### src/rtl/mips_pkg.sv
package mips_pkg;

    // basic widths
    typedef logic [31:0] word_t;
    typedef logic [4:0]  creg_addr_t;
    typedef logic [3:0]  rwen_t;

    // primary opcodes, instr[31:26]
    typedef enum logic [5:0] {
        op_special = 6'h00,
        op_j       = 6'h02,
        op_beq     = 6'h04,
        op_bne     = 6'h05,
        op_addiu   = 6'h09,
        op_ori     = 6'h0d,
        op_lui     = 6'h0f,
        op_lw      = 6'h23,
        op_sw      = 6'h2b
    } opcode_t;

    typedef enum logic [2:0] {
        alu_add,
        alu_sub,
        alu_and,
        alu_or,
        alu_slt,
        alu_sll,
        alu_lui
    } alu_op_t;

    // one instruction at a time, no overlap between states
    typedef enum logic [2:0] {
        fetch_req,
        fetch_wait,
        decode,
        execute,
        mem_req,
        mem_wait,
        writeback
    } core_state_t;

    typedef struct packed {
        alu_op_t    alu_op;
        logic       use_imm;
        logic       zero_ext;
        logic       reg_write;
        logic       mem_read;
        logic       mem_write;
        logic       is_branch;
        logic       branch_ne;
        logic       is_jump;
        creg_addr_t rs;
        creg_addr_t rt;
        creg_addr_t dest;
        word_t      imm;
        logic [4:0] shamt;
        logic [25:0] jump_index;
    } decoded_t;

    typedef struct packed {
        word_t alu_out;
        word_t store_data;
        word_t next_pc;
    } exec_result_t;

endpackage

### src/rtl/alu_execute.sv
`timescale 1ns/1ps

module alu_execute (
    input  mips_pkg::decoded_t     dec,
    input  mips_pkg::word_t        pc,
    input  mips_pkg::word_t        rs_data,
    input  mips_pkg::word_t        rt_data,
    output mips_pkg::exec_result_t result
);

    mips_pkg::word_t operand_b;
    mips_pkg::word_t pc_plus4;
    mips_pkg::word_t branch_target;
    logic            rs_eq_rt;
    logic            take_branch;

    assign operand_b = dec.use_imm ? dec.imm : rt_data;

    // effective address for lw/sw falls out of alu_add
    always_comb begin
        case (dec.alu_op)
            mips_pkg::alu_add: result.alu_out = rs_data + operand_b;
            mips_pkg::alu_sub: result.alu_out = rs_data - operand_b;
            mips_pkg::alu_and: result.alu_out = rs_data & operand_b;
            mips_pkg::alu_or:  result.alu_out = rs_data | operand_b;
            mips_pkg::alu_slt: begin
                result.alu_out = {31'b0, $signed(rs_data) < $signed(operand_b)};
            end
            mips_pkg::alu_sll: result.alu_out = rt_data << dec.shamt;
            mips_pkg::alu_lui: result.alu_out = {operand_b[15:0], 16'h0000};
            default:           result.alu_out = '0;
        endcase
    end

    assign result.store_data = rt_data;

    assign pc_plus4      = pc + 32'd4;
    assign branch_target = pc_plus4 + {dec.imm[29:0], 2'b00};
    assign rs_eq_rt      = (rs_data == rt_data);
    assign take_branch   = dec.is_branch && (rs_eq_rt ^ dec.branch_ne);

    // no delay slot, the target follows directly
    always_comb begin
        if (dec.is_jump) begin
            result.next_pc = {pc_plus4[31:28], dec.jump_index, 2'b00};
        end else if (take_branch) begin
            result.next_pc = branch_target;
        end else begin
            result.next_pc = pc_plus4;
        end
    end

endmodule

### src/rtl/core_control.sv
`timescale 1ns/1ps

module core_control #(
    parameter mips_pkg::word_t reset_pc = 32'hbfc0_0000
) (
    input  logic                   clk,
    input  logic                   reset,
    input  logic                   i_data_ok,
    input  logic                   d_data_ok,
    input  mips_pkg::word_t        inst_rdata,
    input  mips_pkg::word_t        data_rdata,
    input  mips_pkg::exec_result_t result,
    input  mips_pkg::decoded_t     dec,
    output logic                   inst_cpu_req,
    output mips_pkg::word_t        pc,
    output mips_pkg::word_t        instr,
    output logic                   data_cpu_req,
    output logic                   data_wr,
    output mips_pkg::word_t        data_vaddr,
    output mips_pkg::word_t        data_wdata,
    output mips_pkg::word_t        load_data,
    output logic                   commit
);

    mips_pkg::core_state_t  state;
    mips_pkg::exec_result_t exec_q;

    always_ff @(posedge clk) begin
        if (reset) begin
            state <= mips_pkg::fetch_req;
            pc    <= reset_pc;
        end else begin
            case (state)
                mips_pkg::fetch_req:  state <= mips_pkg::fetch_wait;
                mips_pkg::fetch_wait: begin
                    if (i_data_ok) begin
                        state <= mips_pkg::decode;
                    end
                end
                mips_pkg::decode:     state <= mips_pkg::execute;
                mips_pkg::execute: begin
                    if (dec.mem_read || dec.mem_write) begin
                        state <= mips_pkg::mem_req;
                    end else begin
                        state <= mips_pkg::writeback;
                    end
                end
                mips_pkg::mem_req:    state <= mips_pkg::mem_wait;
                mips_pkg::mem_wait: begin
                    if (d_data_ok) begin
                        state <= mips_pkg::writeback;
                    end
                end
                mips_pkg::writeback: begin
                    pc    <= exec_q.next_pc;
                    state <= mips_pkg::fetch_req;
                end
                default: state <= mips_pkg::fetch_req;
            endcase
        end
    end

    // payload registers
    always_ff @(posedge clk) begin
        if (state == mips_pkg::fetch_wait && i_data_ok) begin
            instr <= inst_rdata;
        end
        if (state == mips_pkg::execute) begin
            exec_q <= result;
        end
        if (state == mips_pkg::mem_wait && d_data_ok) begin
            load_data <= data_rdata;
        end
    end

    // request level held over both req and wait states
    assign inst_cpu_req = (state == mips_pkg::fetch_req) || (state == mips_pkg::fetch_wait);
    assign data_cpu_req = (state == mips_pkg::mem_req) || (state == mips_pkg::mem_wait);
    assign data_wr      = dec.mem_write;
    assign data_vaddr   = exec_q.alu_out;
    assign data_wdata   = exec_q.store_data;
    assign commit       = (state == mips_pkg::writeback);

endmodule

### src/rtl/instr_decode.sv
`timescale 1ns/1ps

module instr_decode (
    input  mips_pkg::word_t    instr,
    output mips_pkg::decoded_t dec
);

    logic [5:0]  opcode;
    logic [5:0]  funct;
    logic [15:0] imm16;

    assign opcode = instr[31:26];
    assign funct  = instr[5:0];
    assign imm16  = instr[15:0];

    always_comb begin
        dec            = '0;
        dec.alu_op     = mips_pkg::alu_add;
        dec.rs         = instr[25:21];
        dec.rt         = instr[20:16];
        // immediate forms write rt
        dec.dest       = instr[20:16];
        dec.shamt      = instr[10:6];
        dec.jump_index = instr[25:0];

        case (opcode)
            mips_pkg::op_special: begin
                dec.dest      = instr[15:11];
                dec.reg_write = 1'b1;
                case (funct)
                    6'h21: dec.alu_op = mips_pkg::alu_add;
                    6'h23: dec.alu_op = mips_pkg::alu_sub;
                    6'h24: dec.alu_op = mips_pkg::alu_and;
                    6'h25: dec.alu_op = mips_pkg::alu_or;
                    6'h2a: dec.alu_op = mips_pkg::alu_slt;
                    6'h00: dec.alu_op = mips_pkg::alu_sll;
                    // unknown funct becomes a no-op
                    default: dec.reg_write = 1'b0;
                endcase
            end
            mips_pkg::op_addiu: begin
                dec.use_imm   = 1'b1;
                dec.reg_write = 1'b1;
            end
            mips_pkg::op_ori: begin
                dec.alu_op    = mips_pkg::alu_or;
                dec.use_imm   = 1'b1;
                dec.zero_ext  = 1'b1;
                dec.reg_write = 1'b1;
            end
            mips_pkg::op_lui: begin
                dec.alu_op    = mips_pkg::alu_lui;
                dec.use_imm   = 1'b1;
                dec.zero_ext  = 1'b1;
                dec.reg_write = 1'b1;
            end
            mips_pkg::op_lw: begin
                dec.use_imm   = 1'b1;
                dec.mem_read  = 1'b1;
                dec.reg_write = 1'b1;
            end
            mips_pkg::op_sw: begin
                dec.use_imm   = 1'b1;
                dec.mem_write = 1'b1;
            end
            mips_pkg::op_beq: dec.is_branch = 1'b1;
            mips_pkg::op_bne: begin
                dec.is_branch = 1'b1;
                dec.branch_ne = 1'b1;
            end
            mips_pkg::op_j: dec.is_jump = 1'b1;
            default: dec.reg_write = 1'b0;
        endcase

        dec.imm = dec.zero_ext ? {16'h0000, imm16} : {{16{imm16[15]}}, imm16};
    end

endmodule

### src/rtl/mem_handshake.sv
`timescale 1ns/1ps

module mem_handshake (
    input  logic clk,
    input  logic reset,
    input  logic cpu_req,
    input  logic addr_ok,
    input  logic data_ok,
    output logic req,
    output logic cpu_data_ok
);

    typedef enum logic {
        hs_idle,
        hs_waiting
    } hs_state_t;

    hs_state_t state;

    // request goes out only while nothing is outstanding
    assign req         = (state == hs_idle) && cpu_req;
    assign cpu_data_ok = (state == hs_waiting) && data_ok;

    always_ff @(posedge clk) begin
        if (reset) begin
            state <= hs_idle;
        end else begin
            case (state)
                hs_idle: begin
                    // address accepted this cycle
                    if (cpu_req && addr_ok) begin
                        state <= hs_waiting;
                    end
                end
                hs_waiting: begin
                    if (data_ok) begin
                        state <= hs_idle;
                    end
                end
                default: state <= hs_idle;
            endcase
        end
    end

endmodule

### src/rtl/mycpu.sv
`timescale 1ns/1ps

module mycpu #(
    parameter logic            do_addr_translation = 1'b1,
    parameter mips_pkg::word_t reset_pc            = 32'hbfc0_0000
) (
    input  logic                 clk,
    input  logic                 reset,

    output logic                 inst_req,
    output logic                 inst_wr,
    output logic [1:0]           inst_size,
    output mips_pkg::word_t      inst_addr,
    output mips_pkg::word_t      inst_wdata,
    output logic                 data_req,
    output logic                 data_wr,
    output logic [1:0]           data_size,
    output mips_pkg::word_t      data_addr,
    output mips_pkg::word_t      data_wdata,
    input  mips_pkg::word_t      inst_rdata,
    input  mips_pkg::word_t      data_rdata,
    input  logic                 inst_addr_ok,
    input  logic                 data_addr_ok,
    input  logic                 inst_data_ok,
    input  logic                 data_data_ok,

    output mips_pkg::word_t      debug_wb_pc,
    output mips_pkg::rwen_t      debug_wb_rf_wen,
    output mips_pkg::creg_addr_t debug_wb_rf_wnum,
    output mips_pkg::word_t      debug_wb_rf_wdata
);

    mips_pkg::decoded_t     dec;
    mips_pkg::exec_result_t result;
    mips_pkg::word_t        pc;
    mips_pkg::word_t        instr;
    mips_pkg::word_t        data_vaddr;
    mips_pkg::word_t        load_data;
    mips_pkg::word_t        rs_data;
    mips_pkg::word_t        rt_data;
    mips_pkg::word_t        rf_wdata;
    mips_pkg::creg_addr_t   rf_waddr;
    logic                   rf_wen;
    logic                   inst_cpu_req;
    logic                   data_cpu_req;
    logic                   i_data_ok;
    logic                   d_data_ok;
    logic                   commit;

    // kseg0/kseg1 map onto the low 512 MB
    function automatic mips_pkg::word_t to_phys(input mips_pkg::word_t va);
        if (do_addr_translation && (va[31:30] == 2'b10)) begin
            return {3'b000, va[28:0]};
        end
        return va;
    endfunction

    assign inst_wr    = 1'b0;
    assign inst_size  = 2'b10;
    assign inst_wdata = '0;
    assign inst_addr  = to_phys(pc);
    assign data_size  = 2'b10;
    assign data_addr  = to_phys(data_vaddr);

    core_control #(
        .reset_pc(reset_pc)
    ) core_control_inst (
        .clk, .reset, .i_data_ok, .d_data_ok, .inst_rdata, .data_rdata,
        .result, .dec, .inst_cpu_req, .pc, .instr, .data_cpu_req, .data_wr,
        .data_vaddr, .data_wdata, .load_data, .commit
    );

    instr_decode instr_decode_inst (.instr, .dec);

    reg_file reg_file_inst (
        .clk, .raddr1(dec.rs), .raddr2(dec.rt), .rdata1(rs_data), .rdata2(rt_data),
        .wen(rf_wen), .waddr(rf_waddr), .wdata(rf_wdata)
    );

    alu_execute alu_execute_inst (.dec, .pc, .rs_data, .rt_data, .result);

    writeback_select writeback_select_inst (
        .clk, .reset, .commit, .dec, .pc, .alu_out(data_vaddr), .load_data,
        .rf_wen, .rf_waddr, .rf_wdata, .debug_wb_pc, .debug_wb_rf_wen,
        .debug_wb_rf_wnum, .debug_wb_rf_wdata
    );

    mem_handshake i_handshake (
        .clk, .reset, .cpu_req(inst_cpu_req), .addr_ok(inst_addr_ok),
        .data_ok(inst_data_ok), .req(inst_req), .cpu_data_ok(i_data_ok)
    );

    mem_handshake d_handshake (
        .clk, .reset, .cpu_req(data_cpu_req), .addr_ok(data_addr_ok),
        .data_ok(data_data_ok), .req(data_req), .cpu_data_ok(d_data_ok)
    );

endmodule

### src/rtl/reg_file.sv
`timescale 1ns/1ps

module reg_file (
    input  logic                 clk,
    input  mips_pkg::creg_addr_t raddr1,
    input  mips_pkg::creg_addr_t raddr2,
    output mips_pkg::word_t      rdata1,
    output mips_pkg::word_t      rdata2,
    input  logic                 wen,
    input  mips_pkg::creg_addr_t waddr,
    input  mips_pkg::word_t      wdata
);

    mips_pkg::word_t regs [32];

    always_ff @(posedge clk) begin
        if (wen && (waddr != '0)) begin
            regs[waddr] <= wdata;
        end
    end

    // $0 is hardwired
    assign rdata1 = (raddr1 == '0) ? '0 : regs[raddr1];
    assign rdata2 = (raddr2 == '0) ? '0 : regs[raddr2];

endmodule

### src/rtl/writeback_select.sv
`timescale 1ns/1ps

module writeback_select (
    input  logic                 clk,
    input  logic                 reset,
    input  logic                 commit,
    input  mips_pkg::decoded_t   dec,
    input  mips_pkg::word_t      pc,
    input  mips_pkg::word_t      alu_out,
    input  mips_pkg::word_t      load_data,
    output logic                 rf_wen,
    output mips_pkg::creg_addr_t rf_waddr,
    output mips_pkg::word_t      rf_wdata,
    output mips_pkg::word_t      debug_wb_pc,
    output mips_pkg::rwen_t      debug_wb_rf_wen,
    output mips_pkg::creg_addr_t debug_wb_rf_wnum,
    output mips_pkg::word_t      debug_wb_rf_wdata
);

    mips_pkg::word_t      wb_value;
    logic                 do_write;
    mips_pkg::word_t      last_pc;
    mips_pkg::creg_addr_t last_wnum;
    mips_pkg::word_t      last_wdata;

    assign wb_value = dec.mem_read ? load_data : alu_out;
    assign do_write = commit && dec.reg_write && (dec.dest != '0);

    assign rf_wen   = do_write;
    assign rf_waddr = dec.dest;
    assign rf_wdata = wb_value;

    // trace keeps the last committed values between instructions
    always_ff @(posedge clk) begin
        if (reset) begin
            last_pc    <= '0;
            last_wnum  <= '0;
            last_wdata <= '0;
        end else if (commit) begin
            last_pc    <= pc;
            last_wnum  <= dec.dest;
            last_wdata <= wb_value;
        end
    end

    assign debug_wb_pc       = commit ? pc : last_pc;
    assign debug_wb_rf_wen   = {4{do_write}};
    assign debug_wb_rf_wnum  = commit ? dec.dest : last_wnum;
    assign debug_wb_rf_wdata = commit ? wb_value : last_wdata;

endmodule

### config.mk
export PLATFORM = sky130hd
export DESIGN_NAME = mycpu
export DESIGN_NICKNAME = d
export VERILOG_FILES = /design/src/rtl/mips_pkg.sv /design/src/rtl/alu_execute.sv /design/src/rtl/core_control.sv /design/src/rtl/instr_decode.sv /design/src/rtl/mem_handshake.sv /design/src/rtl/mycpu.sv /design/src/rtl/reg_file.sv /design/src/rtl/writeback_select.sv
export SDC_FILE = /design/constraint.sdc
export NUM_CORES = 2
export LEC_CHECK = 0
export BUFFER_PORTS_ARGS = -buffer_cell sky130_fd_sc_hd__clkbuf_2
export CAP_MARGIN = 20
export CORE_MARGIN = 2
export CORE_UTILIZATION = 30
export CTS_BUF_LIST = sky130_fd_sc_hd__clkbuf_16
export DETAILED_ROUTE_END_ITERATION = 7
export HOLD_SLACK_MARGIN = 0.15
export MAX_ROUTING_LAYER = met4
export SYNTH_ARGS = -nofsm -noshare
export SYNTH_HDL_FRONTEND = slang
export SYNTH_SLANG_ARGS = --single-unit
export TNS_END_PERCENT = 10
### constraint.sdc
create_clock -name clk -period 9.7 [get_ports clk]
set_clock_uncertainty 0.1 [all_clocks]
set_input_delay 1.455 -clock clk [delete_from_list [all_inputs] [get_ports clk]]
set_output_delay 1.455 -clock clk [all_outputs]
set_load 0.02 [all_outputs]
# Word-level counts from Yosys, hierarchy flattened
# Memory sizes are Yosys's and may differ from the RTL's. A register that Yosys moved wholly into a read port is not among the register bits.
# Cells that the tools add are included.
# W data, S select, Z words.
# word_totals
ff_bits	266
out_inout_bits	209
in_bits	70
ram_bits	1024
word_cells	126
mem_count	1
# mem_list
memory	depth	width	rd	rd_clocked_by_memory_dff	write_ports	line_no	text
reg_file_inst.regs	32	32	2	2	1	reg_file.sv:14	mips_pkg::word_t regs [32];
# op_classes
reduce_logical	28
add_sub_neg	4
bitwise	5
muxes	43
shifts	1
magnitude_cmp	1
eq_ne	30
# op_table
op	count
$mux W32	13
$pmux W32 S7	1
$add A32 B32 Y32	2
$eq A6 B6 Y1 const B	7
$add A32 B3 Y32 const B	1
$and A32 B32 Y32	1
$eq A32 B32 Y1	1
$lt A32 B32 Y1	1
$or A32 B32 Y32	1
$shl A32 B5 Y32	1
$sub A32 B32 Y32	1
$mux W5	4
$eq A3 B3 Y1 const B	6
$eq A6 B4 Y1 const B	3
$pmux W3 S6	1
$mux W1	16
$pmux W3 S5	1
$eq A3 B2 Y1 const B	4
$eq A6 B3 Y1 const B	2
$logic_and A1 B1 Y1	12
$logic_not A6 Y1	2
$logic_not A5 Y1	2
$pmux W3 S3	1
$eq A3 B1 Y1 const B	2
other kinds (16)	26

# Logic depth before layout (Yosys ltp)
# depth
ltp_word	9
depth_mapped	27
mapped_depth_nobuf	22

# Cells and area by module
# A second synthesis with hierarchy kept.
# hier_totals
cells_unflattened	4960
area_unflattened_um2	70037.2
# by_module_without_submodules
mod	cells_each	seq_area_each_um2	area_per_inst_um2	instances
reg_file	2564	30749.5	47904.7	1
alu_execute	1491	0.0	10476.3	1
core_control	384	5505.3	6914.1	1
writeback_select	340	1381.3	3419.5	1
instr_decode	122	0.0	874.6	1
mycpu	47	0.0	337.8	1
mem_handshake	6	20.0	55.1	2

# Worst setup path after synthesis
# No wires, ideal clock.
# synth_path
path_kind	reg2reg
startpoint	reg with a tool-made name
endpoint	reg core_control_inst.exec_q (netlist bit core_control_inst.data_vaddr[28]) (data pin)
period_less_slack_ns	5.573
path_buffers	5
path_slack_ns	4.127
path_stages_with_launch	26
required_ns	9.339
arrival_ns	5.212
cell_sequence	dfxtp_1 > buf_6 > buf_12 > buf_12 > buf_12 > buf_6 > mux4_1 > mux2i_1 > a211oi_1 > nand2_1 > nor2_1 > a21oi_1 > inv_1 > ha_1 > fa_1 > a21oi_1 > o21bai_1 > a2111oi_0 > o21ai_0 > a311oi_1 > o21ai_0 > nand2_1 > o221ai_1 > a31oi_1 > xnor2_1 > a221o_1
# synth_lines
element	line_no	text
end signal, assigned	core_control.sv:69	exec_q <= result;
end, declared	core_control.sv:26	mips_pkg::exec_result_t exec_q;

==> results.cfg <==
[outcome]
outcome = finished, final reports clean

[final_layout]
postLayoutCellArea_sq_um = 75500
final_nets = 4959
area_growth_syn_to_layout_pct = 12.6
final_util_pct = 34.0
drive_gt1_share_pct = 23.8

[yosys]
synthMuxAreaShare_pct = 20.2
async_flop_share_pct = 0
synth_enable_flop_cells = 1184
synthDistinctLibCells = 91
ys_ff_latch = 1300
synthCells = 4617
ys_warn_count = 0
synth_top_family_by_area = multiplexers
synth_fa_ha_area_share_pct = 2.55
ys_seq_area_share_pct = 56.5
synthSimpleGateAreaFrac_pct = 6.72
synth_xor_area_share_pct = 1.46
synth_ff_type = edfxtp_1
syn_area_sq_um = 67100
syn_area_per_cell_sq_um = 14.5
synth_compound_area_share_pct = 7.53

[route]
drc = 0
drt-total-wl_mm = 224
drtAntennaViolNets = 0
dr_wl_met3_mm = 18.6
drt_iter0_drc = 5084
routed.top_layer = met4
vias = 43667
met2_length_mm = 107
wl_per_cell_um = 28.5
wl_met1_mm = 85.0
routed_via_density = 5.56
first_pass_iters = 6

[global_routing]
track_usage_pct = 19.8
grt_start_max_net_pins = 126
grt-ovfl-total = 0
grt_pass1_wl_mm = 318
first_global_vias = 43277
antenna_found_initial = 5

[critical_path]
r2r_end = core_control_inst.data_vaddr[18]
reg2reg_slack_ps = 2340
path_cells = buf_4, mux4_2, o22ai_1, a211oi_1, nand2_1, nor2_1, a21oi_1, inv_1, ha_1, fa_1, a21oi_1, o21bai_1, a2111oi_0, o21ai_0, a311oi_1, buf_4, nor3_1, o21ai_0, a22oi_1, xnor2_1, o221ai_1
reg2reg_depth = 21
cp.arrival_ps = 7710
crit_type = reg2reg
crit_family = compound AO/OA/AOI/OAI gates
crit_fanout = 33
required_ps = 10050
path_buf_inv = 3
critical_path.endpoint_type = flip-flop
worstSetupStartpointType = flip-flop
slowest_stage = dfxtp_4
max_stage_delay_ps = 810

[clock_tree]
numCtsBuffers = 141
holdBufCountCts = 0
insertion_delay_ps = 800
cts_tree = done
clkTransAtPathRegs_ps = 60
cts-resized-gates = 0
cts_root_buf = clkbuf_16
htreeDepth = 4
post-cts-setup-buffers = 0
cts.sinks = 1300
cts_buffer_depth = 3

[timing]
fmax_mhz = 136
finalSetupViolations = 0
tns_ps = 0
min_period_ps = 7360
slew_headroom_pct = 22.3
rsz0062_at_grt = false
final_max_slew_viol_count = 0
post-route-period-util_pct = 75.9
hold_viol = 0
layout_setup_ws_ps = 2340
worst_pin_slew_ps = 1130

[floorplan]
dieArea_sq_um = 227000
fp.dieH_um = 477
row_count = 173
die_w_um = 477
start_util_pct = 30.2
ios = 279
core_sq_um = 222000

[placement]
globalplace.congestion = 0.959
dp_worst_setup_slack_ps = 2370
dpl_cell_area_sq_um = 70800
hpwlAfterDp_mm = 146
port_buffers = 241

[min_path]
hold_path_end = core_control_inst.pc[22]
min_path_cells = 2
worstHoldPathType = reg2reg
min_from = core_control_inst.exec_q[22]

[job]
maxCapViolations = 0

[pwr]
p_per_area_nw_per_um2 = 170
ir_worst_vdd_mv = 0.158
p_leak_nw = 25.9
worst min-delay path, stage by stage (launching register included):
cell and delay [ps]:
edfxtp_1 320, nand2_1 40, nand3b_1 70
state kept, by name, summed over array words and instances, names as in the netlist, named ones only:
name                              count
core_control_inst.data_vaddr         32
core_control_inst.data_wdata         32
core_control_inst.exec_q             32
core_control_inst.instr              32
core_control_inst.load_data          32
core_control_inst.pc                 32
core_control_inst.state               3
d_handshake.state                     1
i_handshake.state                     1
reg_file_inst.regs                 1024
writeback_select_inst.last_pc        32
writeback_select_inst.last_wdata     32
writeback_select_inst.last_wnum       5
area by class of cell:
class	instances	area (sq um)
clock inverters	110	917
inverters	175	657
repair buffers	360	2280
diodes	4	10.0
clock buffers	147	3680
flip-flops and latches	1300	37900
fillers	21443	147000
well taps	2975	3720
multi-input cells	2776	26400
per-layer routing:
layer / GRT usage (%) / vias to the layer above
li1: - / 18215
met1: 23.6 / 22543
met2: 31.6 / 2393
met3: 3.91 / 516
met4: 10.4 / 0
met5: - / -
synthesized netlist by cell type, types with 107 or more instances:
master       n  area share [%]
clkbuf_1   169            0.95
buf_4      147             1.6
a21oi_1    191             1.4
mux4_2     497              17
ha_1       132             2.5
mux2i_1    161             2.4
dfxtp_1    116             3.5
nand3_1    107            0.80
nor2_1     258             1.4
nand2_1    386             2.2
o21ai_0    147             1.1
inv_1      173            0.97
edfxtp_1  1184              53
cell families (layout without fill, tap and decap cells):
logic type,count (synthesis),count (layout)
AOI/OAI and AO/OA,775,775
muxes,693,693
buffers and inverters,608,792
DFF,1300,1300
other,2,73
and+or+nand+nor,992,992
xor gates and xnor gates,112,112
adders and majority gates,135,135
cells in the final DEF (no fill, tap or decap), types with 65 or more instances in the layout:
cell type,n
a21oi_1,190
nor2_1,218
mux2i_1,160
nand3_1,107
edfxtp_1,1184
clkbuf_16,147
nand2_1,386
a22oi_1,91
o21ai_0,147
clkbuf_2,240
o22ai_1,65
inv_1,206
mux4_2,497
buf_4,107
ha_1,132
dfxtp_1,109
conb_1,69
where the power goes:
| group | total, mW | leakage [nW] | internal, mW | switching, mW |
|---|---|---|---|---|
| Sequential | 6.19 | 11.6 | 6.15 | 0.0390 |
| Combinational | 1.23 | 11.9 | 0.426 | 0.807 |
| Clock | 5.40 | 2.37 | 3.14 | 2.26 |
| Total | 12.8 | 25.9 | 9.71 | 3.10 |
how the worst max path moves through the flow:
stage,to,startpoint,cells past startpoint,slack (ps)
3_5_place_dp,core_control_inst.data_vaddr[18],flip-flop,21,2370
2_1_floorplan,core_control_inst.data_vaddr[28],flip-flop,25,4130
4_1_cts,core_control_inst.data_vaddr[18],flip-flop,21,2390
6_report,core_control_inst.data_vaddr[18],flip-flop,21,2340
3_3_place_gp,core_control_inst.data_vaddr[18],flip-flop,21,2330
5_1_grt,core_control_inst.data_vaddr[28],flip-flop,22,2090
through the flow:
stage | hold slack [ps] | instances | power, mW
2_1_floorplan | 333 | 4684 | 7.11
3_3_place_gp | 337 | 7578 | 7.51
3_5_place_dp | 349 | 7579 | 7.51
4_1_cts | 364 | 7836 | 12.9
5_1_grt | 377 | 7846 | 13.2
6_report | 362 | 7847 | 12.8
(Power assumes the default switching activity.)
